`src/design/img_pkg.sv`:
```
`default_nettype none

package img_pkg;

	// frame geometry, QQVGA halved
	localparam int img_cols = 80;
	localparam int img_rows = 60;
	localparam int img_pxls = img_cols * img_rows; // 4800 words in the frame RAM

	localparam int addr_w = 13; // 2^13 covers 4800
	localparam int col_w  = 7;  // 0..79
	localparam int row_w  = 6;  // 0..59
	localparam int pxl_w  = 12; // rgb444
	localparam int hist_w = 6;  // at most 48 window rows per column

	// central window used by the histogram, 64 x 48 pixels
	localparam int win_col_lo = 8;
	localparam int win_col_hi = 71;
	localparam int win_row_lo = 6;
	localparam int win_row_hi = 53;

	// a strong red has little green and little blue
	localparam logic [3:0] green_limit = 4'd9;
	localparam logic [3:0] blue_limit  = 4'd9;

	typedef logic [addr_w-1:0] addr_t;
	typedef logic [2:0] filter_t; // red, green, blue enable, red is the msb

	localparam filter_t filt_none = 3'b000; // pass through
	localparam filter_t filt_red  = 3'b100; // red qualifier instead of msb test

	typedef struct packed {
		logic [3:0] red;
		logic [3:0] green;
		logic [3:0] blue;
	} rgb444_t;

	// one memory word, seen raw or as colour fields
	typedef union packed {
		logic [pxl_w-1:0] raw;
		rgb444_t          rgb;
	} pixel_u;

	// red qualification, shared by the red filter and the histogram
	function automatic logic is_red(pixel_u p);
		return p.rgb.red[3] && (p.rgb.green < green_limit) && (p.rgb.blue < blue_limit);
	endfunction

endpackage

`default_nettype wire

```
`src/design/mem_port_if.sv`:
```
`timescale 1ns/100ps
`default_nettype none

// one requester's port into the shared frame RAM
interface mem_port_if #(
	parameter int data_w = img_pkg::pxl_w
);
	logic              req;   // held while an access is wanted
	logic              we;    // write when granted, else read
	img_pkg::addr_t    addr;
	logic [data_w-1:0] wdata;
	logic              gnt;   // access happens when req and gnt are both high
	logic [data_w-1:0] rdata; // valid the cycle after a granted read

	modport requester (output req, we, addr, wdata, input gnt, rdata);
	modport arbiter (input req, we, addr, wdata, output gnt, rdata);
endinterface

`default_nettype wire

```
`src/design/mem_arbiter.sv`:
```
`timescale 1ns/100ps
`default_nettype none

module mem_arbiter (
	input  wire                  clk,
	input  wire                  rst,
	mem_port_if.arbiter          cam,
	mem_port_if.arbiter          proc,
	output logic                 ram_we,
	output img_pkg::addr_t       ram_addr,
	output img_pkg::pixel_u      ram_wdata,
	input  wire img_pkg::pixel_u ram_rdata
);

	logic last_cam; // 1 when the camera won the last grant
	logic cam_win;
	logic proc_win;

	// camera wins when alone, or on a conflict if it did not win last time
	assign cam_win  = cam.req & (~proc.req | ~last_cam);
	assign proc_win = proc.req & ~cam_win;

	assign cam.gnt  = cam_win;
	assign proc.gnt = proc_win;

	// remember the winner for the next conflict
	always_ff @(posedge clk or posedge rst) begin
		if (rst) begin
			last_cam <= 1'b0; // camera first on the first conflict
		end else if (cam_win) begin
			last_cam <= 1'b1;
		end else if (proc_win) begin
			last_cam <= 1'b0;
		end
	end

	// steer the winner onto the single RAM port
	always_comb begin
		if (cam_win) begin
			ram_we    = cam.we;
			ram_addr  = cam.addr;
			ram_wdata = cam.wdata;
		end else begin
			ram_we    = proc_win & proc.we; // no write when idle
			ram_addr  = proc.addr;
			ram_wdata = proc.wdata;
		end
	end

	// read data goes back to both, only the granted reader uses it
	assign cam.rdata  = ram_rdata;
	assign proc.rdata = ram_rdata;

endmodule

`default_nettype wire

```
`src/flat_wrapper.sv`:
```
// flat-port wrapper written by rule: the top's interface ports become plain ports
module mem_arbiter_flat 
  (clk, rst, ram_we, ram_addr, ram_wdata, ram_rdata, cam_req, cam_we, cam_addr, cam_wdata, cam_gnt, cam_rdata, proc_req, proc_we, proc_addr, proc_wdata, proc_gnt, proc_rdata);
  mem_port_if cam_i ();
  mem_port_if proc_i ();
  input  wire clk;
  input  wire rst;
  output logic ram_we;
  output img_pkg::addr_t ram_addr;
  output img_pkg::pixel_u ram_wdata;
  input  wire img_pkg::pixel_u ram_rdata;
  input wire logic [$bits(cam_i.req)-1:0] cam_req;
  input wire logic [$bits(cam_i.we)-1:0] cam_we;
  input wire logic [$bits(cam_i.addr)-1:0] cam_addr;
  input wire logic [$bits(cam_i.wdata)-1:0] cam_wdata;
  output wire logic [$bits(cam_i.gnt)-1:0] cam_gnt;
  output wire logic [$bits(cam_i.rdata)-1:0] cam_rdata;
  input wire logic [$bits(proc_i.req)-1:0] proc_req;
  input wire logic [$bits(proc_i.we)-1:0] proc_we;
  input wire logic [$bits(proc_i.addr)-1:0] proc_addr;
  input wire logic [$bits(proc_i.wdata)-1:0] proc_wdata;
  output wire logic [$bits(proc_i.gnt)-1:0] proc_gnt;
  output wire logic [$bits(proc_i.rdata)-1:0] proc_rdata;
  assign cam_i.req = cam_req;
  assign cam_i.we = cam_we;
  assign cam_i.addr = cam_addr;
  assign cam_i.wdata = cam_wdata;
  assign cam_gnt = cam_i.gnt;
  assign cam_rdata = cam_i.rdata;
  assign proc_i.req = proc_req;
  assign proc_i.we = proc_we;
  assign proc_i.addr = proc_addr;
  assign proc_i.wdata = proc_wdata;
  assign proc_gnt = proc_i.gnt;
  assign proc_rdata = proc_i.rdata;
  mem_arbiter u_core (.clk(clk), .rst(rst), .cam(cam_i), .proc(proc_i), .ram_we(ram_we), .ram_addr(ram_addr), .ram_wdata(ram_wdata), .ram_rdata(ram_rdata));
endmodule
```
`config.mk`:
```
export PLATFORM = sky130hd
export DESIGN_NAME = mem_arbiter_flat
export DESIGN_NICKNAME = d
export VERILOG_FILES = /design/src/design/img_pkg.sv /design/src/design/mem_port_if.sv /design/src/design/mem_arbiter.sv /design/src/flat_wrapper.sv
export SDC_FILE = /design/constraint.sdc
export NUM_CORES = 1
export LEC_CHECK = 0
export BUFFER_PORTS_ARGS = -buffer_cell sky130_fd_sc_hd__buf_2
export CAP_MARGIN = 40
export CORE_MARGIN = 5
export CORE_UTILIZATION = 24
export DETAILED_ROUTE_END_ITERATION = 16
export GPL_TIMING_DRIVEN = 0
export PLACE_DENSITY = 0.8
export SYNTH_ARGS = -nofsm -noshare
export SYNTH_HDL_FRONTEND = slang
export SYNTH_SLANG_ARGS = --single-unit
```
`constraint.sdc`:
```
create_clock -name clk -period 1.4 [get_ports clk]
set_input_delay 0.07 -clock clk [delete_from_list [all_inputs] [get_ports clk]]
set_output_delay 0.07 -clock clk [all_outputs]
set_load 0.05 [all_outputs]
```
; Word-level counts from Yosys, hierarchy flattened
; Index checks and enable logic that the tools add are counted.
[word_totals]
elab_cells = 14
out_inout_bits = 52
input_bits = 68
romBits = 0
latchBits = 0
mem_bits_rw = 0
n_memories = 0
ff_bits = 1
[op_classes]
shifts = 0
bitwise = 7
n_lt_le_gt_ge = 0
multipliers = 0
n_mux = 5
n_reduce_logical = 1
n_div = 0
n_eq_ne = 0
addsub = 0
[op_table]
columns = op, n
row1 = $mux W13, 1
row2 = $mux W12, 1
row3 = $and A1 B1 Y1, 3
row4 = $mux W1, 3
row5 = $not A1 Y1, 3
row6 = $reduce_bool A2 Y1, 1
row7 = $or A1 B1 Y1, 1

; Depth between registers and ports, before layout
[depth]
ltp_word = 7
depth_mapped = 3

; Worst setup path after synthesis
; OpenSTA, ideal clock, no wires.
[synth_path]
path_kind = register to output
from = register u_core.last_cam
to = output port ram_wdata[10] in the netlist's numbering
path_slack_ns = -0.049
arrival_ns = 1.379
required_ns = 1.330
path_stages_with_launch = 4
path_buffers = 1
path_cell_list = dfrtp_1 a21boi_4 buf_8 mux2_2
[synth_rtl]
columns = item, line_no
row1 = from (decl), mem_arbiter.sv:15  ; logic last_cam;
row2 = from (signal assigned), mem_arbiter.sv:29  ; last_cam <= 1'b0;
row3 = from (signal assigned), mem_arbiter.sv:31  ; last_cam <= 1'b1;
row4 = from (signal assigned), mem_arbiter.sv:33  ; last_cam <= 1'b0;
row5 = to (decl), flat_wrapper.sv:10  ; output img_pkg::pixel_u ram_wdata;

; Worst setup path after layout
[layout_path]
from = register u_core.last_cam
to = output port ram_addr[6]
[layout_between]
elab_chain_cells = 4
[layout_lines]
columns = item, line_no
row1 = $not A1 Y1, mem_arbiter.sv:20  ; assign cam_win = cam.req & (~proc.req | ~last_cam);
row2 = $or A1 B1 Y1, mem_arbiter.sv:20
row3 = $and A1 B1 Y1, mem_arbiter.sv:20
row4 = $mux W13, mem_arbiter.sv:39  ; if (cam_win) begin
row5 = to (decl), flat_wrapper.sv:9  ; output img_pkg::addr_t ram_addr;
; No other way between the ends.

==> results.yml <==
outcome:
  outcome: "complete, no violations"
min_path:
  whs_endpoint: "u_core.last_cam$_DFFE_PP0P_"
  min_from: "proc_req"
  holdPathStages: 2
  hold_path.class: "primary input to register"
synthesis:
  synth.mux.area_fraction: 0.493
  synth_warnings: 0
  yosys.area.top_type: "mux2_2"
  yosysUniqueCellTypes: 11
  synth_compound_area_frac: 0.0592
  synth_top_family_by_area: "multiplexers"
  syn-cell-area_sq_um: 571
  synthAdderAreaFrac: 0
  synth_area_leaders: "mux2_2 (47%), buf_4 (32%), buf_8 (5.3%)"
  synth_xor_area_frac: 0
  ys_seq_area_frac: 0.0439
  syn_inst: 59
  ys_ff_latch: 1
  avgSynthCellArea_sq_um: 9.67
  synthSimpleGateAreaFrac: 0.0219
  post-synth-top-area-fraction: 0.474
  syn_nets: 127
worst_setup_path:
  rr_worst_depth: 3
  crit_path_end_kind: "output port"
  cp_top_family: "buffers and inverters"
  worstReg2RegStart: "u_core.last_cam$_DFFE_PP0P_"
  crit_chain: "a21boi_4, buf_12, clkbuf_16, mux2_2, buf_6"
  r2r_setup_slack_ns: 0.55
  slowest_delay_ns: 0.39
  path_class: "register to output port"
  cp-start-kind: "register"
  r2r_end: "u_core.last_cam$_DFFE_PP0P_"
  critPathRequiredTime_ns: 1.33
  path_max_fanout: 5
  arrival_ns: 1.32
  crit_slowest_cell: "dfrtp_1"
  path_buf_inv: 3
power_and_ir_drop:
  combPwrFrac: 0.961
  pwr-share-clk: 0
  power.leakage_nw: 0.796
  p_per_area_nw_per_um2: 701
  p_seq_frac: 0.039
  p_sw_mw: 0.560
  ir_worst_vdd_v: 0.000402
  swShare: 0.568
  p_int_mw: 0.426
cells_and_area:
  drive_above_1_share: 0.959
  largestRegisters: "u_core.last_cam x1"
  top_register: "u_core.last_cam"
  stdcell_area_sq_um: 1410
  syn_to_final_growth_pct: 146
  n_antenna_cell: 0
  nNetsFinal: 242
  post-route-util: 0.630
  largest_reg_flops: 1
  final_cells: 200
floorplanning:
  die_w_microns: 58.8
  die_area_sq_um: 3450
  coreArea_sq_um: 2230
  rows: 17
  pin_count: 120
  start_util: 0.255
  floorplan.die.height_microns: 58.8
sta:
  setup_viol: 0
  hold_violations: 0
  holdWs_ns: 0.336
  fmax_ghz: 0.717
  worst_slack_ns: 0.00568
  relSlewSlack: 0.826
  drv_slew: 0
  timing.final.crit_period_ns: 1.39
  fin_crit_sh: 0.996
  clock_skew_ns: 0
  tightest_slew_ns: 0.262
global_routing:
  grt_usage: 0.151
  grt_pass1_wl_microns: 4200
  antenna_found_initial: 0
  grt_max_degree: 11
  grt_pass1_vias: 965
  overflow: 0
drt:
  wl_microns: 2920
  initialDrtViolationCount: 3
  wl_per_cell_microns: 14.6
  via_count: 871
  avgViaCountPerCell: 4.36
  drc: 0
  antenna_left: 0
  firstDrtPassIters: 2
clocking:
  clk_latency_ns: 0
  path_clk_slew_ns: 0
job:
  cap_violations: 0
placed_design:
  placed_cell_area_sq_um: 1140
  port-buffer-count: 107
  dp_cells: 194
  place_ws_ns: -0.160
  place_congestion: 0.670
  place_hpwl_microns: 2490
-- per-stage QoR --
stage / TNS [ns] / power [mW]
after floorplan: -0.392 / 0.643
after global placement: -2.84 / 0.822
after detailed placement: -2.70 / 0.829
after CTS: -0.201 / 0.945
after global routing: -0.178 / 1.02
final: 0 / 0.986
-- cell families after synthesis --
kind of cell	Yosys count
AOI/OAI and AO/OA	3
buffers and inverters	28
DFF	1
muxes	25
and+or+nand+nor	2
-- worst reg2reg max path, stage by stage, from the launching register on --
cell and delay [ns]:
dfrtp_1 0.39, buf_4 0.15, nand2b_1 0.15, o21ai_0 0.08
-- worst max path at each step --
stage | depth (start not counted) | from | slack [ns] | to
5_1_grt | 5 | u_core.last_cam$_DFFE_PP0P_ | -0.02 | ram_addr[2]
6_report | 5 | u_core.last_cam$_DFFE_PP0P_ | 0.006 | ram_addr[6]
2_1_floorplan | 3 | u_core.last_cam$_DFFE_PP0P_ | -0.05 | ram_wdata[10]
4_1_cts | 4 | u_core.last_cam$_DFFE_PP0P_ | -0.02 | ram_wdata[1]
3_3_place_gp | 4 | u_core.last_cam$_DFFE_PP0P_ | -0.17 | ram_wdata[1]
3_5_place_dp | 4 | u_core.last_cam$_DFFE_PP0P_ | -0.16 | ram_wdata[1]
-- cells in the mapped netlist (all sizes together) --
| cell type | n |
|---|---|
| o21ai | 1 |
| inv | 2 |
| buf | 26 |
| nand2b | 1 |
| and2 | 1 |
| a32o | 1 |
| a21boi | 1 |
| mux2 | 25 |
| dfrtp | 1 |
-- power by group through the flow --
stage	logic [mW]	registers [mW]	clock network [mW]
after floorplan	0.605	0.0381	0
after global placement	0.783	0.0389	0
after detailed placement	0.790	0.0391	0
after CTS	0.906	0.0393	0
after global routing	0.986	0.0386	0
final	0.947	0.0385	0
-- cell usage in the layout, fill, tap and decap left out, types with 2 or more instances in the layout --
cell	instances
buf_2	82
mux2_2	25
buf_4	25
buf_6	25
buf_8	2
inv_1	2
clkbuf_16	2
buf_12	2
-- layer usage --
metal  vias to the layer above  wire [microns]  global-route usage
met2                        81            1550               0.306
met4                         0              84              0.0453
met3                         8             543              0.0768
met5                         -               0                   0
li1                        406               -                   -
met1                       376             748               0.122
-- cell type report --
class	count	area [sq um]
fill	202	827
timing repair buffer	113	800
multi-input combinational	30	329
buffer	26	210
tap	28	35.0
sequential	1	25.0
inverter	2	7.51
-- what timing repair did --
action / in CTS / in global routing
gates resized for setup: 50 / 0
pin swaps: 1 / 1
buffers inserted: 1 / 2
hold buffers: 1 / 0
gates cloned: 0 / 2
setup endpoints to repair: 25 / 25
endpoints found under the hold margin: 1 / 0
Power figures use the tool's default switching activity.
