===== src/design/img_pkg.sv =====
`default_nettype none

package img_pkg;

	// frame geometry, QQVGA halved
	localparam int img_cols = 80;
	localparam int img_rows = 60;
	localparam int img_pxls = img_cols * img_rows; // 4800 words in the frame RAM

	localparam int addr_w = 13; // 2^13 covers 4800
	localparam int col_w  = 7;  // 0..79
	localparam int row_w  = 6;  // 0..59
	localparam int pxl_w  = 12; // rgb444
	localparam int hist_w = 6;  // at most 48 window rows per column

	// central window used by the histogram, 64 x 48 pixels
	localparam int win_col_lo = 8;
	localparam int win_col_hi = 71;
	localparam int win_row_lo = 6;
	localparam int win_row_hi = 53;

	// a strong red has little green and little blue
	localparam logic [3:0] green_limit = 4'd9;
	localparam logic [3:0] blue_limit  = 4'd9;

	typedef logic [addr_w-1:0] addr_t;
	typedef logic [2:0] filter_t; // red, green, blue enable, red is the msb

	localparam filter_t filt_none = 3'b000; // pass through
	localparam filter_t filt_red  = 3'b100; // red qualifier instead of msb test

	typedef struct packed {
		logic [3:0] red;
		logic [3:0] green;
		logic [3:0] blue;
	} rgb444_t;

	// one memory word, seen raw or as colour fields
	typedef union packed {
		logic [pxl_w-1:0] raw;
		rgb444_t          rgb;
	} pixel_u;

	// red qualification, shared by the red filter and the histogram
	function automatic logic is_red(pixel_u p);
		return p.rgb.red[3] && (p.rgb.green < green_limit) && (p.rgb.blue < blue_limit);
	endfunction

endpackage

`default_nettype wire


===== src/design/mem_port_if.sv =====
`timescale 1ns/100ps
`default_nettype none

// one requester's port into the shared frame RAM
interface mem_port_if #(
	parameter int data_w = img_pkg::pxl_w
);
	logic              req;   // held while an access is wanted
	logic              we;    // write when granted, else read
	img_pkg::addr_t    addr;
	logic [data_w-1:0] wdata;
	logic              gnt;   // access happens when req and gnt are both high
	logic [data_w-1:0] rdata; // valid the cycle after a granted read

	modport requester (output req, we, addr, wdata, input gnt, rdata);
	modport arbiter (input req, we, addr, wdata, output gnt, rdata);
endinterface

`default_nettype wire


===== src/design/cam_writer.sv =====
`timescale 1ns/100ps
`default_nettype none

module cam_writer (
	input  wire                  clk,
	input  wire                  rst,
	input  wire                  cam_we,
	input  wire img_pkg::addr_t  cam_addr,
	input  wire img_pkg::pixel_u cam_pxl,
	mem_port_if.requester        port,
	output logic                 cam_overrun
);

	img_pkg::addr_t  addr_q [2]; // queued write addresses
	img_pkg::pixel_u pxl_q [2];  // queued pixels
	logic       wr_ptr;
	logic       rd_ptr;
	logic [1:0] count;           // 0, 1 or 2 entries
	logic       not_empty;
	logic       full;
	logic       push;
	logic       pop;

	assign not_empty = count != 2'd0;
	assign full      = count == 2'd2;
	assign push      = cam_we & ~full;  // a strobe into a full queue is lost
	assign pop       = not_empty & port.gnt;

	// head of the queue drives the port, writes only
	assign port.req   = not_empty;
	assign port.we    = not_empty;
	assign port.addr  = addr_q[rd_ptr];
	assign port.wdata = pxl_q[rd_ptr];

	always_ff @(posedge clk) begin
		if (push) begin
			addr_q[wr_ptr] <= cam_addr;
			pxl_q[wr_ptr]  <= cam_pxl;
		end
	end

	always_ff @(posedge clk or posedge rst) begin
		if (rst) begin
			wr_ptr      <= 1'b0;
			rd_ptr      <= 1'b0;
			count       <= 2'd0;
			cam_overrun <= 1'b0;
		end else begin
			if (push) wr_ptr <= ~wr_ptr;
			if (pop) rd_ptr <= ~rd_ptr;
			if (push & ~pop) begin
				count <= count + 2'd1;
			end else if (pop & ~push) begin
				count <= count - 2'd1;
			end
			if (cam_we & full) cam_overrun <= 1'b1; // sticky until reset
		end
	end

endmodule

`default_nettype wire


===== src/flat_wrapper.sv =====
// flat-port wrapper written by rule: the top's interface ports become plain ports
module cam_writer_flat 
  (clk, rst, cam_we, cam_addr, cam_pxl, cam_overrun, port_req, port_we, port_addr, port_wdata, port_gnt, port_rdata);
  mem_port_if port_i ();
  input  wire clk;
  input  wire rst;
  input  wire cam_we;
  input  wire img_pkg::addr_t cam_addr;
  input  wire img_pkg::pixel_u cam_pxl;
  output logic cam_overrun;
  output wire logic [$bits(port_i.req)-1:0] port_req;
  output wire logic [$bits(port_i.we)-1:0] port_we;
  output wire logic [$bits(port_i.addr)-1:0] port_addr;
  output wire logic [$bits(port_i.wdata)-1:0] port_wdata;
  input wire logic [$bits(port_i.gnt)-1:0] port_gnt;
  input wire logic [$bits(port_i.rdata)-1:0] port_rdata;
  assign port_req = port_i.req;
  assign port_we = port_i.we;
  assign port_addr = port_i.addr;
  assign port_wdata = port_i.wdata;
  assign port_i.gnt = port_gnt;
  assign port_i.rdata = port_rdata;
  cam_writer u_core (.clk(clk), .rst(rst), .cam_we(cam_we), .cam_addr(cam_addr), .cam_pxl(cam_pxl), .port(port_i), .cam_overrun(cam_overrun));
endmodule

===== config.mk =====
export PLATFORM = sky130hd
export DESIGN_NAME = cam_writer_flat
export DESIGN_NICKNAME = d
export VERILOG_FILES = /design/src/design/img_pkg.sv /design/src/design/mem_port_if.sv /design/src/design/cam_writer.sv /design/src/flat_wrapper.sv
export SDC_FILE = /design/constraint.sdc
export NUM_CORES = 1
export LEC_CHECK = 0
export ABC_AREA = 0
export BUFFER_PORTS_ARGS = -buffer_cell sky130_fd_sc_hd__buf_2
export CORE_MARGIN = 3
export CORE_UTILIZATION = 32
export DETAILED_ROUTE_END_ITERATION = 10
export HOLD_SLACK_MARGIN = 0.08
export PLACE_DENSITY_LB_ADDON = 0.1
export SLEW_MARGIN = 25
export SYNTH_ARGS = -nofsm -noshare
export SYNTH_HDL_FRONTEND = slang
export SYNTH_SLANG_ARGS = --single-unit

===== constraint.sdc =====
create_clock -name clk -period 2.1 [get_ports clk]
set_input_delay 0.21 -clock clk [delete_from_list [all_inputs] [get_ports clk]]
set_output_delay 0.21 -clock clk [all_outputs]
set_load 0.01 [all_outputs]

Word level (Yosys, flattened, before mapping). Memories as Yosys holds them, arrays and structs flattened. Index checks and enable logic that the tools add are counted.

Bits in registers: 5. Bits in writable memories: 50. Bits of input ports: 41. Memories: 2.

Memory list: u_core.addr_q (words 2, width 13, read ports 1, clocked after memory_dff 0, wr ports 1, line cam_writer.sv:14) `img_pkg::addr_t addr_q [2];`; u_core.pxl_q (words 2, width 12, read ports 1, clocked after memory_dff 0, wr ports 1, line cam_writer.sv:15) `img_pkg::pixel_u pxl_q [2];`.

Add/sub/neg operators: 2. Equal/unequal tests: 1. Mux-type cells: 4. Bitwise operators: 10. Reductions and logical operators: 2.

Operator list (count): AND 1 bit (5); inverter 1 bit (5); 2-to-1 mux 2 bit (2); nonzero test 2 bit (2); adder 2 x 1 -> 2 bit (second input constant) (1); == test 2 bit (second input constant) (1); 2-to-1 mux 1 bit (2); subtractor 2 x 1 -> 2 bit (second input constant) (1).

Depth between registers and ports, before layout.
Depth in word-level cells: 7. Gate-level depth with buffers: 7. Depth with buffers taken out: 7.

Worst setup path after synthesis. No wires, ideal clock.

Path kind: register to register. From: register u_core.count[0]. To: memory u_core.addr_q[0][0] in the netlist's numbering, enable pin. Library setup time: 0.407 ns. Data arrival time: 1.690 ns. Setup slack: 0.004 ns. Stages on the path, launching flop included: 4. Period minus slack after synthesis: 2.096 ns. Path through: dfrtp_1 > nand2b_1 > nand2_1 > nor2_1.

Longest elaborated chain between the ends: 5.

Ends and longest elaborated chain: start: declaration (line cam_writer.sv:18) `logic [1:0] count;`; start signal: assignment (line cam_writer.sv:52) `count <= count + 2'd1;`; start signal: assignment (line cam_writer.sv:54) `count <= count - 2'd1;`; == test 2 bit (line cam_writer.sv:25) `assign full = count == 2'd2;`; inverter 1 bit (line cam_writer.sv:26) `assign push = cam_we & ~full;`; AND 1 bit (line cam_writer.sv:26); 2-to-1 mux 1 bit (line cam_writer.sv:36) `if (push) begin`; 2-to-1 mux 1 bit (not written as such) (line cam_writer.sv:37) `addr_q[wr_ptr] <= cam_addr;`; end: declaration (line cam_writer.sv:14).

Every way passes these cells.

Worst setup path after layout.
From: register u_core.rd_ptr. To: output port port_addr[12].

Longest elaborated chain between the ends: 1.

Ends and longest elaborated chain: start: declaration (line cam_writer.sv:17) `logic rd_ptr;`; start signal: assignment (line cam_writer.sv:50) `if (pop) rd_ptr <= ~rd_ptr;`; memory read (2 x 13 bit); end: declaration (line flat_wrapper.sv:13) `output wire logic [$bits(port_i.addr)-1:0] port_addr;`.

Every way passes these cells.

==> results.md <==
* CP endpoint kind: output port
* Commonest cells after routing, fill and taps aside: buf_2 (56), edfxtp_1 (50), mux2_4 (19)
* CP max stage cell: mux2_2
* Clock Sinks at 55
* Synthesized area at 2150 sq um
* Worst Reg-to-Reg Cells at 7
* Slew @ Worst Pin at 0.2979 ns
* Setup violators final at 0
* Synthesis-stage register bit count at 55
* Worst-path clk slew at 0.09 ns
* Setup TNS at 0 ns
* Clock Root Buffer: clkbuf_8
* P_int at 0.002487 W
* Maximum VDD drop at 0.4606 mV
* Crit. Startpoint: u_core.rd_ptr$_DFFE_PP0P_
* Leading cell type in the layout, fill and taps excluded: buf_2
* CP max stage delay at 0.38 ns
* Net switching power at 0.0009939 W
* Fmax achieved at 597.0 MHz
* Fin crit period at 1.675 ns
* CTS tree: yes
* WL final at 3455 microns
* Seq pwr share at 45.3%
* Fin nets at 219
* DR vias at 1097
* Hold Buf Count CTS at 1
* Share of layout cells above drive strength 1 at 53.93%
* Reg2reg end: u_core.count[1]$_DFFE_PP0P_
* PwrDens at 1274 nW/um^2
* Vias in the first global route at 1073
* Top cells by area, synth: edfxtp_1 (70%), mux2_4 (13%), dfrtp_1 (5.8%), mux2_2 (3.1%), buf_12 (1.9%)
* Area share of the largest cell type after synthesis at 69.85%
* # IOs at 69
* Buffers on Ports at 56
* Critical Path RT at 1.89 ns
* Syn_area_per_cell at 21.28 sq um
* Syn nets at 143
* Netlist cell types at 18
* Status: complete, no violations
* Clock tree buffer depth at 2
* Combinational share of power at 35.8%
* Row cnt at 29
* Worst R2R Start: u_core.count[0]$_DFFE_PP0P_
* Largest net degree at the start of global routing at 18
* Sequential area share after synthesis at 75.67%
* Final Hold Viols at 0
* R2R Setup Slk at 0.60 ns
* Max cap viols at 0
* Finished Layout Cells at 255
* Total Routing Usage GR at 9.285%
* Initial antenna violation count at 0
* PostCTS Resize Cnt at 0
* RD Place Congestion at 0.6231
* Die ar. at 7737 sq um
* Die X at 87.96 microns
* Ys Warns at 0
* Remaining DRCs at 0
* Crit path to: port_addr[12]
* Hold WC Path Type: input pin to flip-flop
* DR pass1 iterations at 3
* Drt via density at 4.302
* Crit path arrival time at 1.47 ns
* Leak at 1.112 nW
* CP Class: flip-flop to output port
* Antenna viol nets, final at 0
* Initial drt markers at 65
* Initial Util at 33.47%
* Final period util at 79.77%
* Fin Clk Skew at 0.006372 ns
* Clock Latency Late Sink at 0.30 ns
* Cts bufs inserted at 5
* Area Overhead vs Synth at 27.12%
* Core area at 6422 sq um
* RSZ-0062 raised after global routing: false
* Die Y at 87.96 microns
* Slew Limit Fails at 0
* Sw Ratio at 28.55%
* CP Max Fanout at 17
* Post-placement cell count at 236
* Crit path cell chain: buf_4 -> mux2_2 -> buf_2
* Wire per inst at 13.55 microns
* Syn Inst Count at 101
* Relative slew slack at 80.14%
* GRT Residual Overflow at 0
* Clock power share at 18.9%
* Worst hold stages at 1
* CP Launch Type: flip-flop
* First-pass GRT wire length at 5313 microns
* Hpwl dp at 2454 microns
* CTS HTree Levels at 2
* DP Area at 2515 sq um
* Cell area after layout at 2733 sq um
* Synth area leader: edfxtp_1
* N_diodes at 0
* Post-CTS repair timing setup buffer count at 0
==> cells in the mapped netlist <==
cell      count
and3_1        1
buf_12        2
buf_4         1
buf_6         1
dfrtp_1       5
edfxtp_1     50
ha_1          1
inv_1         3
mux2_2        6
mux2_4       19
nand2_1       1
nand2_2       1
nand2b_1      1
nor2_1        2
o21bai_1      1
or2_1         1
xnor2_1       3
xor2_1        2
==> per-stage QoR <==
stage | setup slack, ns | hold slack, ns | total power, W | utilization [%]
global placement | 0.6698 | 0.1145 | 0.002830 | 39.16
global route | 0.3342 | 0.08109 | 0.003699 | 42.55
floorplan | 0.003553 | -0.01148 | 0.002525 | -
CTS | 0.3875 | 0.08064 | 0.003532 | 40.99
detailed placement | 0.6174 | 0.1294 | 0.002873 | 39.16
finish | 0.4248 | 0.09575 | 0.003481 | 42.55
==> worst max-delay path, delay by kind of cell, from the launching register on <==
family   cells  cell delay, ns
flops        1            0.35
mux          1            0.38
buf+inv      2            0.43
==> cell families (layout without fill, tap and decap cells) <==
kind of cell             Yosys count  count (layout)  share of synthesized area (%)
flip-flops                        55              55                          75.67
multiplexers                      25              25                          16.41
AND/OR/NAND/NOR                    7               7                          1.689
buffers and inverters              7              84                          3.260
XOR/XNOR                           5               5                          2.038
adder cells (fa/ha/maj)            1               1                         0.5820
AO/OA/AOI/OAI                      1               1                         0.3494
==> sequential cells by signal, summed over array words and instances, names as in the netlist <==
signal              count
u_core.rd_ptr           1
u_core.pxl_q           24
u_core.count            2
u_core.cam_overrun      1
u_core.wr_ptr           1
u_core.addr_q          26
==> metal layers <==
metal | up-vias | part of all wire (%) | global-route usage [%]
met5 | - | 0 | 0
met4 | 0 | 1.8 | 3.766
met3 | 5 | 5.7 | 3.387
met2 | 31 | 52 | 15.68
met1 | 533 | 40 | 10.68
li1 | 528 | - | -
==> final cells by class <==
type,count,area [sq um]
Timing Repair Buffer,73,435.4
Multi-Input combinational cell,39,455.4
Inverter,3,11.26
Fill cell,596,3690
Clock buffer,5,68.82
Tap cell,77,96.34
Clock inverter,3,38.79
Sequential cell,55,1627
==> power groups by stage <==
stage / Combinational [W] / Sequential, W / Clock, W
after floorplan: 0.000939 / 0.00159 / 0
after global placement: 0.00124 / 0.00159 / 0
after detailed placement: 0.00127 / 0.00160 / 0
after CTS: 0.00127 / 0.00158 / 0.000681
after global routing: 0.00137 / 0.00160 / 0.000734
final: 0.00125 / 0.00158 / 0.000658
==> worst min path at each step <==
stage	slack, ns	from	to
after floorplan	-0.01	rst	u_core.cam_overrun$_DFFE_PP0P_
after global placement	0.11	rst	u_core.cam_overrun$_DFFE_PP0P_
after detailed placement	0.13	rst	u_core.count[1]$_DFFE_PP0P_
after CTS	0.08	cam_pxl[10]	u_core.pxl_q[0][10]$_DFFE_PP_
after global routing	0.08	cam_addr[11]	u_core.addr_q[0][11]$_DFFE_PP_
final	0.1	cam_addr[2]	u_core.addr_q[1][2]$_DFFE_PP_
(Power assumes the default switching activity.)
