[src/design/img_pkg.sv]
`default_nettype none

package img_pkg;

	// frame geometry, QQVGA halved
	localparam int img_cols = 80;
	localparam int img_rows = 60;
	localparam int img_pxls = img_cols * img_rows; // 4800 words in the frame RAM

	localparam int addr_w = 13; // 2^13 covers 4800
	localparam int col_w  = 7;  // 0..79
	localparam int row_w  = 6;  // 0..59
	localparam int pxl_w  = 12; // rgb444
	localparam int hist_w = 6;  // at most 48 window rows per column

	// central window used by the histogram, 64 x 48 pixels
	localparam int win_col_lo = 8;
	localparam int win_col_hi = 71;
	localparam int win_row_lo = 6;
	localparam int win_row_hi = 53;

	// a strong red has little green and little blue
	localparam logic [3:0] green_limit = 4'd9;
	localparam logic [3:0] blue_limit  = 4'd9;

	typedef logic [addr_w-1:0] addr_t;
	typedef logic [2:0] filter_t; // red, green, blue enable, red is the msb

	localparam filter_t filt_none = 3'b000; // pass through
	localparam filter_t filt_red  = 3'b100; // red qualifier instead of msb test

	typedef struct packed {
		logic [3:0] red;
		logic [3:0] green;
		logic [3:0] blue;
	} rgb444_t;

	// one memory word, seen raw or as colour fields
	typedef union packed {
		logic [pxl_w-1:0] raw;
		rgb444_t          rgb;
	} pixel_u;

	// red qualification, shared by the red filter and the histogram
	function automatic logic is_red(pixel_u p);
		return p.rgb.red[3] && (p.rgb.green < green_limit) && (p.rgb.blue < blue_limit);
	endfunction

endpackage

`default_nettype wire

[src/design/mem_port_if.sv]
`timescale 1ns/100ps
`default_nettype none

// one requester's port into the shared frame RAM
interface mem_port_if #(
	parameter int data_w = img_pkg::pxl_w
);
	logic              req;   // held while an access is wanted
	logic              we;    // write when granted, else read
	img_pkg::addr_t    addr;
	logic [data_w-1:0] wdata;
	logic              gnt;   // access happens when req and gnt are both high
	logic [data_w-1:0] rdata; // valid the cycle after a granted read

	modport requester (output req, we, addr, wdata, input gnt, rdata);
	modport arbiter (input req, we, addr, wdata, output gnt, rdata);
endinterface

`default_nettype wire

[src/design/red_histogram.sv]
`timescale 1ns/100ps
`default_nettype none

module red_histogram (
	input  wire                         clk,
	input  wire                         rst,
	input  wire                         pxl_valid,
	input  wire [img_pkg::col_w-1:0]    col,
	input  wire [img_pkg::row_w-1:0]    row,
	input  wire img_pkg::pixel_u        pxl,
	input  wire                         frame_last,
	output logic [img_pkg::hist_w-1:0]  hist_val,
	output logic                        peak_valid,
	output logic [img_pkg::col_w-1:0]   peak_col,
	output logic [img_pkg::hist_w-1:0]  peak_count
);

	logic [img_pkg::hist_w-1:0] hist [img_pkg::img_cols]; // red count per column
	logic [img_pkg::hist_w-1:0] run_cnt;  // running maximum this frame
	logic [img_pkg::col_w-1:0]  run_col;  // column that first reached it
	logic [img_pkg::hist_w-1:0] next_cnt;
	logic in_win;
	logic count_en;
	logic new_peak;
	logic frame_end;

	// only the central 64 x 48 window is counted
	assign in_win = (col >= img_pkg::col_w'(img_pkg::win_col_lo)) &&
	                (col <= img_pkg::col_w'(img_pkg::win_col_hi)) &&
	                (row >= img_pkg::row_w'(img_pkg::win_row_lo)) &&
	                (row <= img_pkg::row_w'(img_pkg::win_row_hi));

	assign count_en  = pxl_valid & in_win & img_pkg::is_red(pxl);
	assign next_cnt  = hist[col] + 1'b1;
	assign new_peak  = count_en & (next_cnt > run_cnt); // strictly greater, first column wins ties
	assign frame_end = pxl_valid & frame_last;

	assign hist_val = count_en ? next_cnt : '0; // count including this pixel

	always_ff @(posedge clk or posedge rst) begin
		if (rst) begin
			for (int i = 0; i < img_pkg::img_cols; i++) begin
				hist[i] <= '0;
			end
			run_cnt    <= '0;
			run_col    <= '0;
			peak_valid <= 1'b0;
			peak_col   <= '0;
			peak_count <= '0;
		end else begin
			peak_valid <= frame_end;
			if (frame_end) begin
				// publish, the last pixel may still raise the peak
				peak_col   <= new_peak ? col : run_col;
				peak_count <= new_peak ? next_cnt : run_cnt;
				for (int i = 0; i < img_pkg::img_cols; i++) begin
					hist[i] <= '0; // fresh histogram for the next frame
				end
				run_cnt <= '0;
				run_col <= '0;
			end else begin
				if (count_en) hist[col] <= next_cnt;
				if (new_peak) begin
					run_cnt <= next_cnt;
					run_col <= col;
				end
			end
		end
	end

endmodule

`default_nettype wire

[src/design/image_proc.sv]
`timescale 1ns/100ps
`default_nettype none

module image_proc (
	input  wire                         clk,
	input  wire                         rst,
	input  wire img_pkg::filter_t       rgbfilter,
	mem_port_if.requester               port,
	output logic                        proc_we,
	output img_pkg::addr_t              proc_addr,
	output img_pkg::pixel_u             proc_pxl,
	output logic [img_pkg::hist_w-1:0]  hist_val,
	output logic                        frame_start,
	output logic                        peak_valid,
	output logic [img_pkg::col_w-1:0]   peak_col,
	output logic [img_pkg::hist_w-1:0]  peak_count
);

	logic                      req_q;     // low in reset, then always requesting
	logic                      grant;
	img_pkg::addr_t            scan_addr;
	logic [img_pkg::col_w-1:0] scan_col;
	logic [img_pkg::row_w-1:0] scan_row;
	logic                      scan_last;
	logic                      rd_valid;  // granted read last cycle
	logic [img_pkg::col_w-1:0] rd_col;
	logic [img_pkg::row_w-1:0] rd_row;
	logic                      rd_last;
	img_pkg::pixel_u           rd_pxl;
	logic                      pass;

	// read-only requester
	assign port.req   = req_q;
	assign port.we    = 1'b0;
	assign port.addr  = scan_addr;
	assign port.wdata = '0;

	assign grant       = req_q & port.gnt;
	assign scan_last   = scan_addr == img_pkg::addr_t'(img_pkg::img_pxls - 1);
	assign frame_start = grant & scan_last;

	// scan counters move only on grant, a lost arbitration just retries
	always_ff @(posedge clk or posedge rst) begin
		if (rst) begin
			req_q     <= 1'b0;
			scan_addr <= '0;
			scan_col  <= '0;
			scan_row  <= '0;
		end else begin
			req_q <= 1'b1;
			if (grant) begin
				if (scan_last) begin
					scan_addr <= '0; // wrap to the next frame
					scan_col  <= '0;
					scan_row  <= '0;
				end else begin
					scan_addr <= scan_addr + 1'b1;
					if (scan_col == img_pkg::col_w'(img_pkg::img_cols - 1)) begin
						scan_col <= '0; // end of line
						scan_row <= scan_row + 1'b1;
					end else begin
						scan_col <= scan_col + 1'b1;
					end
				end
			end
		end
	end

	// RAM data arrives one cycle late, delay position to match
	always_ff @(posedge clk or posedge rst) begin
		if (rst) begin
			rd_valid  <= 1'b0;
			proc_addr <= '0;
			rd_col    <= '0;
			rd_row    <= '0;
			rd_last   <= 1'b0;
		end else begin
			rd_valid <= grant;
			if (grant) begin
				proc_addr <= scan_addr;
				rd_col    <= scan_col;
				rd_row    <= scan_row;
				rd_last   <= scan_last;
			end
		end
	end

	assign proc_we = rd_valid;
	assign rd_pxl  = port.rdata;

	// colour filter, failing pixels go black
	always_comb begin
		case (rgbfilter)
			img_pkg::filt_none: pass = 1'b1;
			img_pkg::filt_red:  pass = img_pkg::is_red(rd_pxl);
			default: begin
				// every enabled colour needs its msb set
				pass = (~rgbfilter[2] | rd_pxl.rgb.red[3]) &
				       (~rgbfilter[1] | rd_pxl.rgb.green[3]) &
				       (~rgbfilter[0] | rd_pxl.rgb.blue[3]);
			end
		endcase
	end

	assign proc_pxl = pass ? rd_pxl : '0;

	red_histogram red_histogram_i (
		.clk        (clk),
		.rst        (rst),
		.pxl_valid  (rd_valid),
		.col        (rd_col),
		.row        (rd_row),
		.pxl        (rd_pxl),     // unfiltered pixel
		.frame_last (rd_last),
		.hist_val   (hist_val),
		.peak_valid (peak_valid),
		.peak_col   (peak_col),
		.peak_count (peak_count)
	);

endmodule

`default_nettype wire

[src/flat_wrapper.sv]
// flat-port wrapper written by rule: the top's interface ports become plain ports
module image_proc_flat 
  (clk, rst, rgbfilter, proc_we, proc_addr, proc_pxl, hist_val, frame_start, peak_valid, peak_col, peak_count, port_req, port_we, port_addr, port_wdata, port_gnt, port_rdata);
  mem_port_if port_i ();
  input  wire clk;
  input  wire rst;
  input  wire img_pkg::filter_t rgbfilter;
  output logic proc_we;
  output img_pkg::addr_t proc_addr;
  output img_pkg::pixel_u proc_pxl;
  output logic [img_pkg::hist_w-1:0] hist_val;
  output logic frame_start;
  output logic peak_valid;
  output logic [img_pkg::col_w-1:0] peak_col;
  output logic [img_pkg::hist_w-1:0] peak_count;
  output wire logic [$bits(port_i.req)-1:0] port_req;
  output wire logic [$bits(port_i.we)-1:0] port_we;
  output wire logic [$bits(port_i.addr)-1:0] port_addr;
  output wire logic [$bits(port_i.wdata)-1:0] port_wdata;
  input wire logic [$bits(port_i.gnt)-1:0] port_gnt;
  input wire logic [$bits(port_i.rdata)-1:0] port_rdata;
  assign port_req = port_i.req;
  assign port_we = port_i.we;
  assign port_addr = port_i.addr;
  assign port_wdata = port_i.wdata;
  assign port_i.gnt = port_gnt;
  assign port_i.rdata = port_rdata;
  image_proc u_core (.clk(clk), .rst(rst), .rgbfilter(rgbfilter), .port(port_i), .proc_we(proc_we), .proc_addr(proc_addr), .proc_pxl(proc_pxl), .hist_val(hist_val), .frame_start(frame_start), .peak_valid(peak_valid), .peak_col(peak_col), .peak_count(peak_count));
endmodule
[config.mk]
export PLATFORM = sky130hd
export DESIGN_NAME = image_proc_flat
export DESIGN_NICKNAME = d
export VERILOG_FILES = /design/src/design/img_pkg.sv /design/src/design/mem_port_if.sv /design/src/design/red_histogram.sv /design/src/design/image_proc.sv /design/src/flat_wrapper.sv
export SDC_FILE = /design/constraint.sdc
export NUM_CORES = 1
export LEC_CHECK = 0
export ABC_AREA = 0
export BUFFER_PORTS_ARGS = -buffer_cell sky130_fd_sc_hd__buf_2
export CORE_ASPECT_RATIO = 2
export CORE_MARGIN = 2
export CORE_UTILIZATION = 52
export DETAILED_ROUTE_END_ITERATION = 8
export HOLD_SLACK_MARGIN = 0.08
export PLACE_DENSITY = 0.69
export SYNTH_ARGS = -nofsm -noshare
export SYNTH_HDL_FRONTEND = slang
export SYNTH_SLANG_ARGS = --single-unit
[constraint.sdc]
create_clock -name clk -period 20.2 [get_ports clk]
set_input_delay 2.02 -clock clk [delete_from_list [all_inputs] [get_ports clk]]
set_output_delay 2.02 -clock clk [all_outputs]
set_load 0.01 [all_outputs]
Word level (Yosys, flattened, before mapping):

Cells that the tools add are included.

* register bits: 562
* input bits: 18
* output and inout port bits: 74
* word-level logic and storage cells: 155

* $add $sub $neg: 4
* magnitude comparators: 9
* eq/ne operators: 3
* mux-type cells: 20
* bitwise operators: 15
* reduce and logical (&&, ||, !) cells: 10

Operators with widths (number)
* $mux W480: 2
* $bwmux W480: 1
* $mux W6: 8
* $bmux W6 S7: 1
* $demux W6 S7: 1
* $mux W7: 4
* $add A13 B1 Y13 const B: 1
* $eq A13 B13 Y1 const B: 1
* $mux W13: 1
* $add A6 B1 Y6 const B: 2
* $mux W12: 1
* $and A1 B1 Y1: 8
* $ge A8 B8 Y1 const B: 1
* $lt A4 B4 Y1 const B: 2
* $lt A8 B1 Y1 const B: 1
* $not A7 Y8: 1
* $add A7 B1 Y7 const B: 1
* $eq A7 B7 Y1 const B: 1
* $ge A7 B4 Y1 const B: 1
* $le A7 B7 Y1 const B: 1
* $ge A6 B3 Y1 const B: 1
* $gt A6 B6 Y1: 1
* $le A6 B6 Y1 const B: 1
* $logic_and A1 B1 Y1: 6
* other kinds (7): 12

Logic depth before layout (Yosys ltp):

* depth in word-level cells: 9
* mapped depth: 25

Cells and area by module:

A second synthesis with hierarchy kept.

* cells, all modules: 2816
* area, all modules: 27181.1 µm²

By module, submodules not included
* red_histogram: times used 1, cells an instance 2534, area an instance 24551.0 µm²
* image_proc: times used 1, cells an instance 282, area an instance 2630.0 µm²

Worst setup path before layout:

No wires, ideal clock.

* kind: reg-to-output
* start point: register u_core.rd_col[0] (netlist name)
* end point: output port hist_val[1] (netlist name)
* arrival time: 3.683 ns
* path slack: 14.497 ns
* cell stages (with the launch flop): 15
* buffers on the path: 5
* path through: dfrtp_1 buf_4 mux4_2 mux4_2 nand2_1 o31ai_1 nor4_2 clkbuf_1 buf_1 inv_1 ha_1 clkbuf_1 inv_1 clkbuf_1 nor2_1

* cells in the longest elaborated chain, start to end: 7
* elaborated cells on any way between the ends: 13
* classes of those cells: 1 x add/sub; 2 x order compare; 4 x mux; 3 x bitwise; 3 x reduce/logical

RTL lines
* start: declaration: RTL line image_proc.sv:26 `logic [img_pkg::col_w-1:0] rd_col;`
* start signal: assignment: RTL line image_proc.sv:81 `rd_col <= scan_col;`
* parallel branches: the longest is 6 deep, another holds $add A6 B1 Y6
* $mux W6 (*): RTL line red_histogram.sv:38 `assign hist_val = count_en ? next_cnt : '0;`
* end: declaration: RTL line flat_wrapper.sv:11 `output logic [img_pkg::hist_w-1:0] hist_val;`

Mark *: on every way between the ends. The select of a mux whose other input is x is not followed.

Final worst setup path:

Ends and elaborated chain as after synthesis.

==> out/metrics.yaml <==
synth:
  yosys.cell_types.count: 75
  avgSynthCellArea_um2: 9.43
  ys_seq_area_share_pct: 49.8
  synth_common_cells: "dfrtp_1, nand2_1, nand3_1"
  synth_top_area_share_pct: 49.8
  syn-cell-area_mm2: 0.0282
  ys_warn_count: 0
  synth_top_cell_by_area: "dfrtp_1"
  ys.flop_type: "dfrtp_1"
  async_flop_share_pct: 100
  ys_ff_latch: 561
  syn_inst: 2991
  yosysMostFrequentCell: "dfrtp_1"
  yosys-top-cells-area: "dfrtp_1, nand3_1, nand2_1, mux4_2, mux2i_1"
  synth_edf_count: 0
die:
  die_w_um: 169
  die_area_mm2: 0.0562
  num_io_pins: 92
  fp.coreArea_mm2: 0.0536
  fp-row-count: 120
  fp.dieH_um: 333
  initial_utilization_pct: 52.6
cts:
  cts_tree: "yes"
  cts_root_buf: "clkbuf_16"
  post_cts_buffers: 0
  cts_resized: 0
  htreeDepth: 2
  clk_latency_ns: 0.64
  cts_inserted_buffers: 50
  cts.sink_count: 561
  clk_path_buf_depth: 3
  ctsHoldBuffers: 0
  clk_pin_slew_worst_paths_ns: 0.07
timing:
  hold_viol_final: 0
  slew_viol_final: 0
  max_slew_margin_pct: 12.9
  worst_pin_slew_ns: 1.29
  max_freq_mhz: 115
  period_share_pct: 43.1
  setup_viol: 0
  hold_ws_ns: 0.473
  clock_skew_ns: 0.0190
  finalCriticalPeriod_ns: 8.70
  finalSetupTns_ns: 0
  rsz0062_at_grt: "no"
place:
  dpl_cell_area_mm2: 0.0288
  dp_hpwl_um: 66300
  routabilityCongestion: 1.02
  io_buffers: 78
final_layout:
  final_layout_size_suffix_gt1_share_pct: 11.5
  fillCellCount: 4680
  nets: 2955
  syn_to_final_growth_pct: 7.98
  seq_area_mm2: 0.0140
  final_util_pct: 56.8
  multi_input_area_mm2: 0.0129
  final_area_mm2: 0.0305
worst_setup_path:
  path_max_fanout: 67
  crit_path_end_kind: "output port"
  worstSetupPathType: "flop to output port"
  r2r_slack_ns: 11.88
  critPathLaunchType: "flop"
  required_ns: 18.18
  ff2ff_path_depth: 19
  crit_arrival_ns: 6.68
power:
  pwr_density_cell_mw_per_mm2: 96.1
  ir_worst_vdd_mv: 0.0885
  leakage_nw: 13.6
min_path:
  hold_path.class: "flop to flop"
  min_path_cells: 2
grt:
  grt_pass1_wl_um: 151000
  track_usage_pct: 35.9
  antenna_found_initial: 1
  grt-ovfl-total: 0
  grt_pass1_vias: 24500
  grt_max_degree: 152
route:
  wire_per_inst_um: 27.8
  drt.antenna.violating_nets: 0
  routed-via-count: 24800
  dr.pass1.iters: 7
  wl_um: 101000
  viasPerCell: 6.83
  drc: 0
  drtIter0Drc: 3130
run_status:
  outcome: "completed"
flow_run:
  drv_cap: 0
metal layers:
metal	vias up	share of wire, %	GRT usage, %
met5	-	0	0
li1	10500	-	-
met3	568	7.9	5.89
met2	1699	47	58.2
met1	12100	33	40.1
met4	0	12	33.5
metrics by stage:
step | setup slack, ns | std cells | total power, W
final | 11.50 | 3637 | 0.00293
after floorplan | 2.49 | 3003 | 0.00166
after global routing | 11.30 | 3636 | 0.00299
after CTS | 11.70 | 3636 | 0.00290
after detailed placement | 12.14 | 3546 | 0.00190
after global placement | 12.42 | 3546 | 0.00190
cells by family after synthesis:
family,synth area share (%)
buf+inv,5.20
fa+ha+maj,0.444
simple gates,22.0
compound gates,13.4
xor+xnor,0.617
other cells,0.0266
flops,49.8
mux,8.51
cells in the final DEF, fill, tap and decap left out, drive strengths merged, types with 32 or more instances in the layout:
cell type  instances
a221oi            46
mux4              47
dfrtp            561
and2             116
o21ai            151
mux2              32
nor3              96
a21oi            183
nand2            472
o2111ai           38
nand3            398
buf              145
clkbuf            72
mux2i             98
o31ai             54
nor2             155
final timing paths:
| path | startpoint | end |
|---|---|---|
| hold reg to reg | u_core.proc_addr[4] | u_core.proc_addr[4] |
| max in group asynchronous | rst | u_core.red_histogram_i.hist[187] |
| min in group asynchronous | rst | u_core.red_histogram_i.hist[142] |
| setup / recovery | u_core.rd_col[0] | hist_val[1] |
| setup reg to reg | u_core.rd_col[0] | u_core.red_histogram_i.peak_col[0] |
| hold / removal | u_core.proc_addr[4] | u_core.proc_addr[4] |
registers in the layout (all words and copies together), names as in the netlist:
signal	cells
u_core.port.addr	13
u_core.port.req	1
u_core.proc_addr	13
u_core.proc_we	1
u_core.rd_col	7
u_core.rd_last	1
u_core.rd_row	5
u_core.red_histogram_i.hist	480
u_core.red_histogram_i.peak_col	7
u_core.red_histogram_i.peak_count	6
u_core.red_histogram_i.peak_valid	1
u_core.red_histogram_i.run_cnt	6
u_core.red_histogram_i.run_col	7
u_core.scan_col	7
u_core.scan_row	6
power by group:
part | switching, W | leakage [nW] | internal (W) | total, W
Clock | 0.000449 | 0.828 | 0.000560 | 0.00101
Sequential | 0.0000619 | 7.72 | 0.00114 | 0.00120
Combinational | 0.000535 | 5.03 | 0.000182 | 0.000717
Total | 0.00105 | 13.6 | 0.00188 | 0.00293
area by class of cell:
cell class / instances / share of cell area (%)
Clock inverter: 18 / 0.719
Timing Repair Buffer: 145 / 2.93
Multi-Input combinational cell: 2141 / 42.2
Clock buffer: 72 / 4.84
Inverter: 28 / 0.394
Antenna cell: 1 / 0.00822
Sequential cell: 561 / 46.1
Tap cell: 671 / 2.76
worst max-delay path: stages, from the launching register on:
cell and delay (ns):
dfrtp_4 0.59, buf_4 0.56, buf_4 0.61, nor2b_1 1.01, a2111oi_0 0.35, a311o_1 0.45
nor4_4 0.15, buf_4 0.72, inv_1 0.23, ha_2 0.58, inv_1 0.34, nor2_1 0.23
buf_2 0.16
Note: power is estimated with default switching activity, not from simulation.
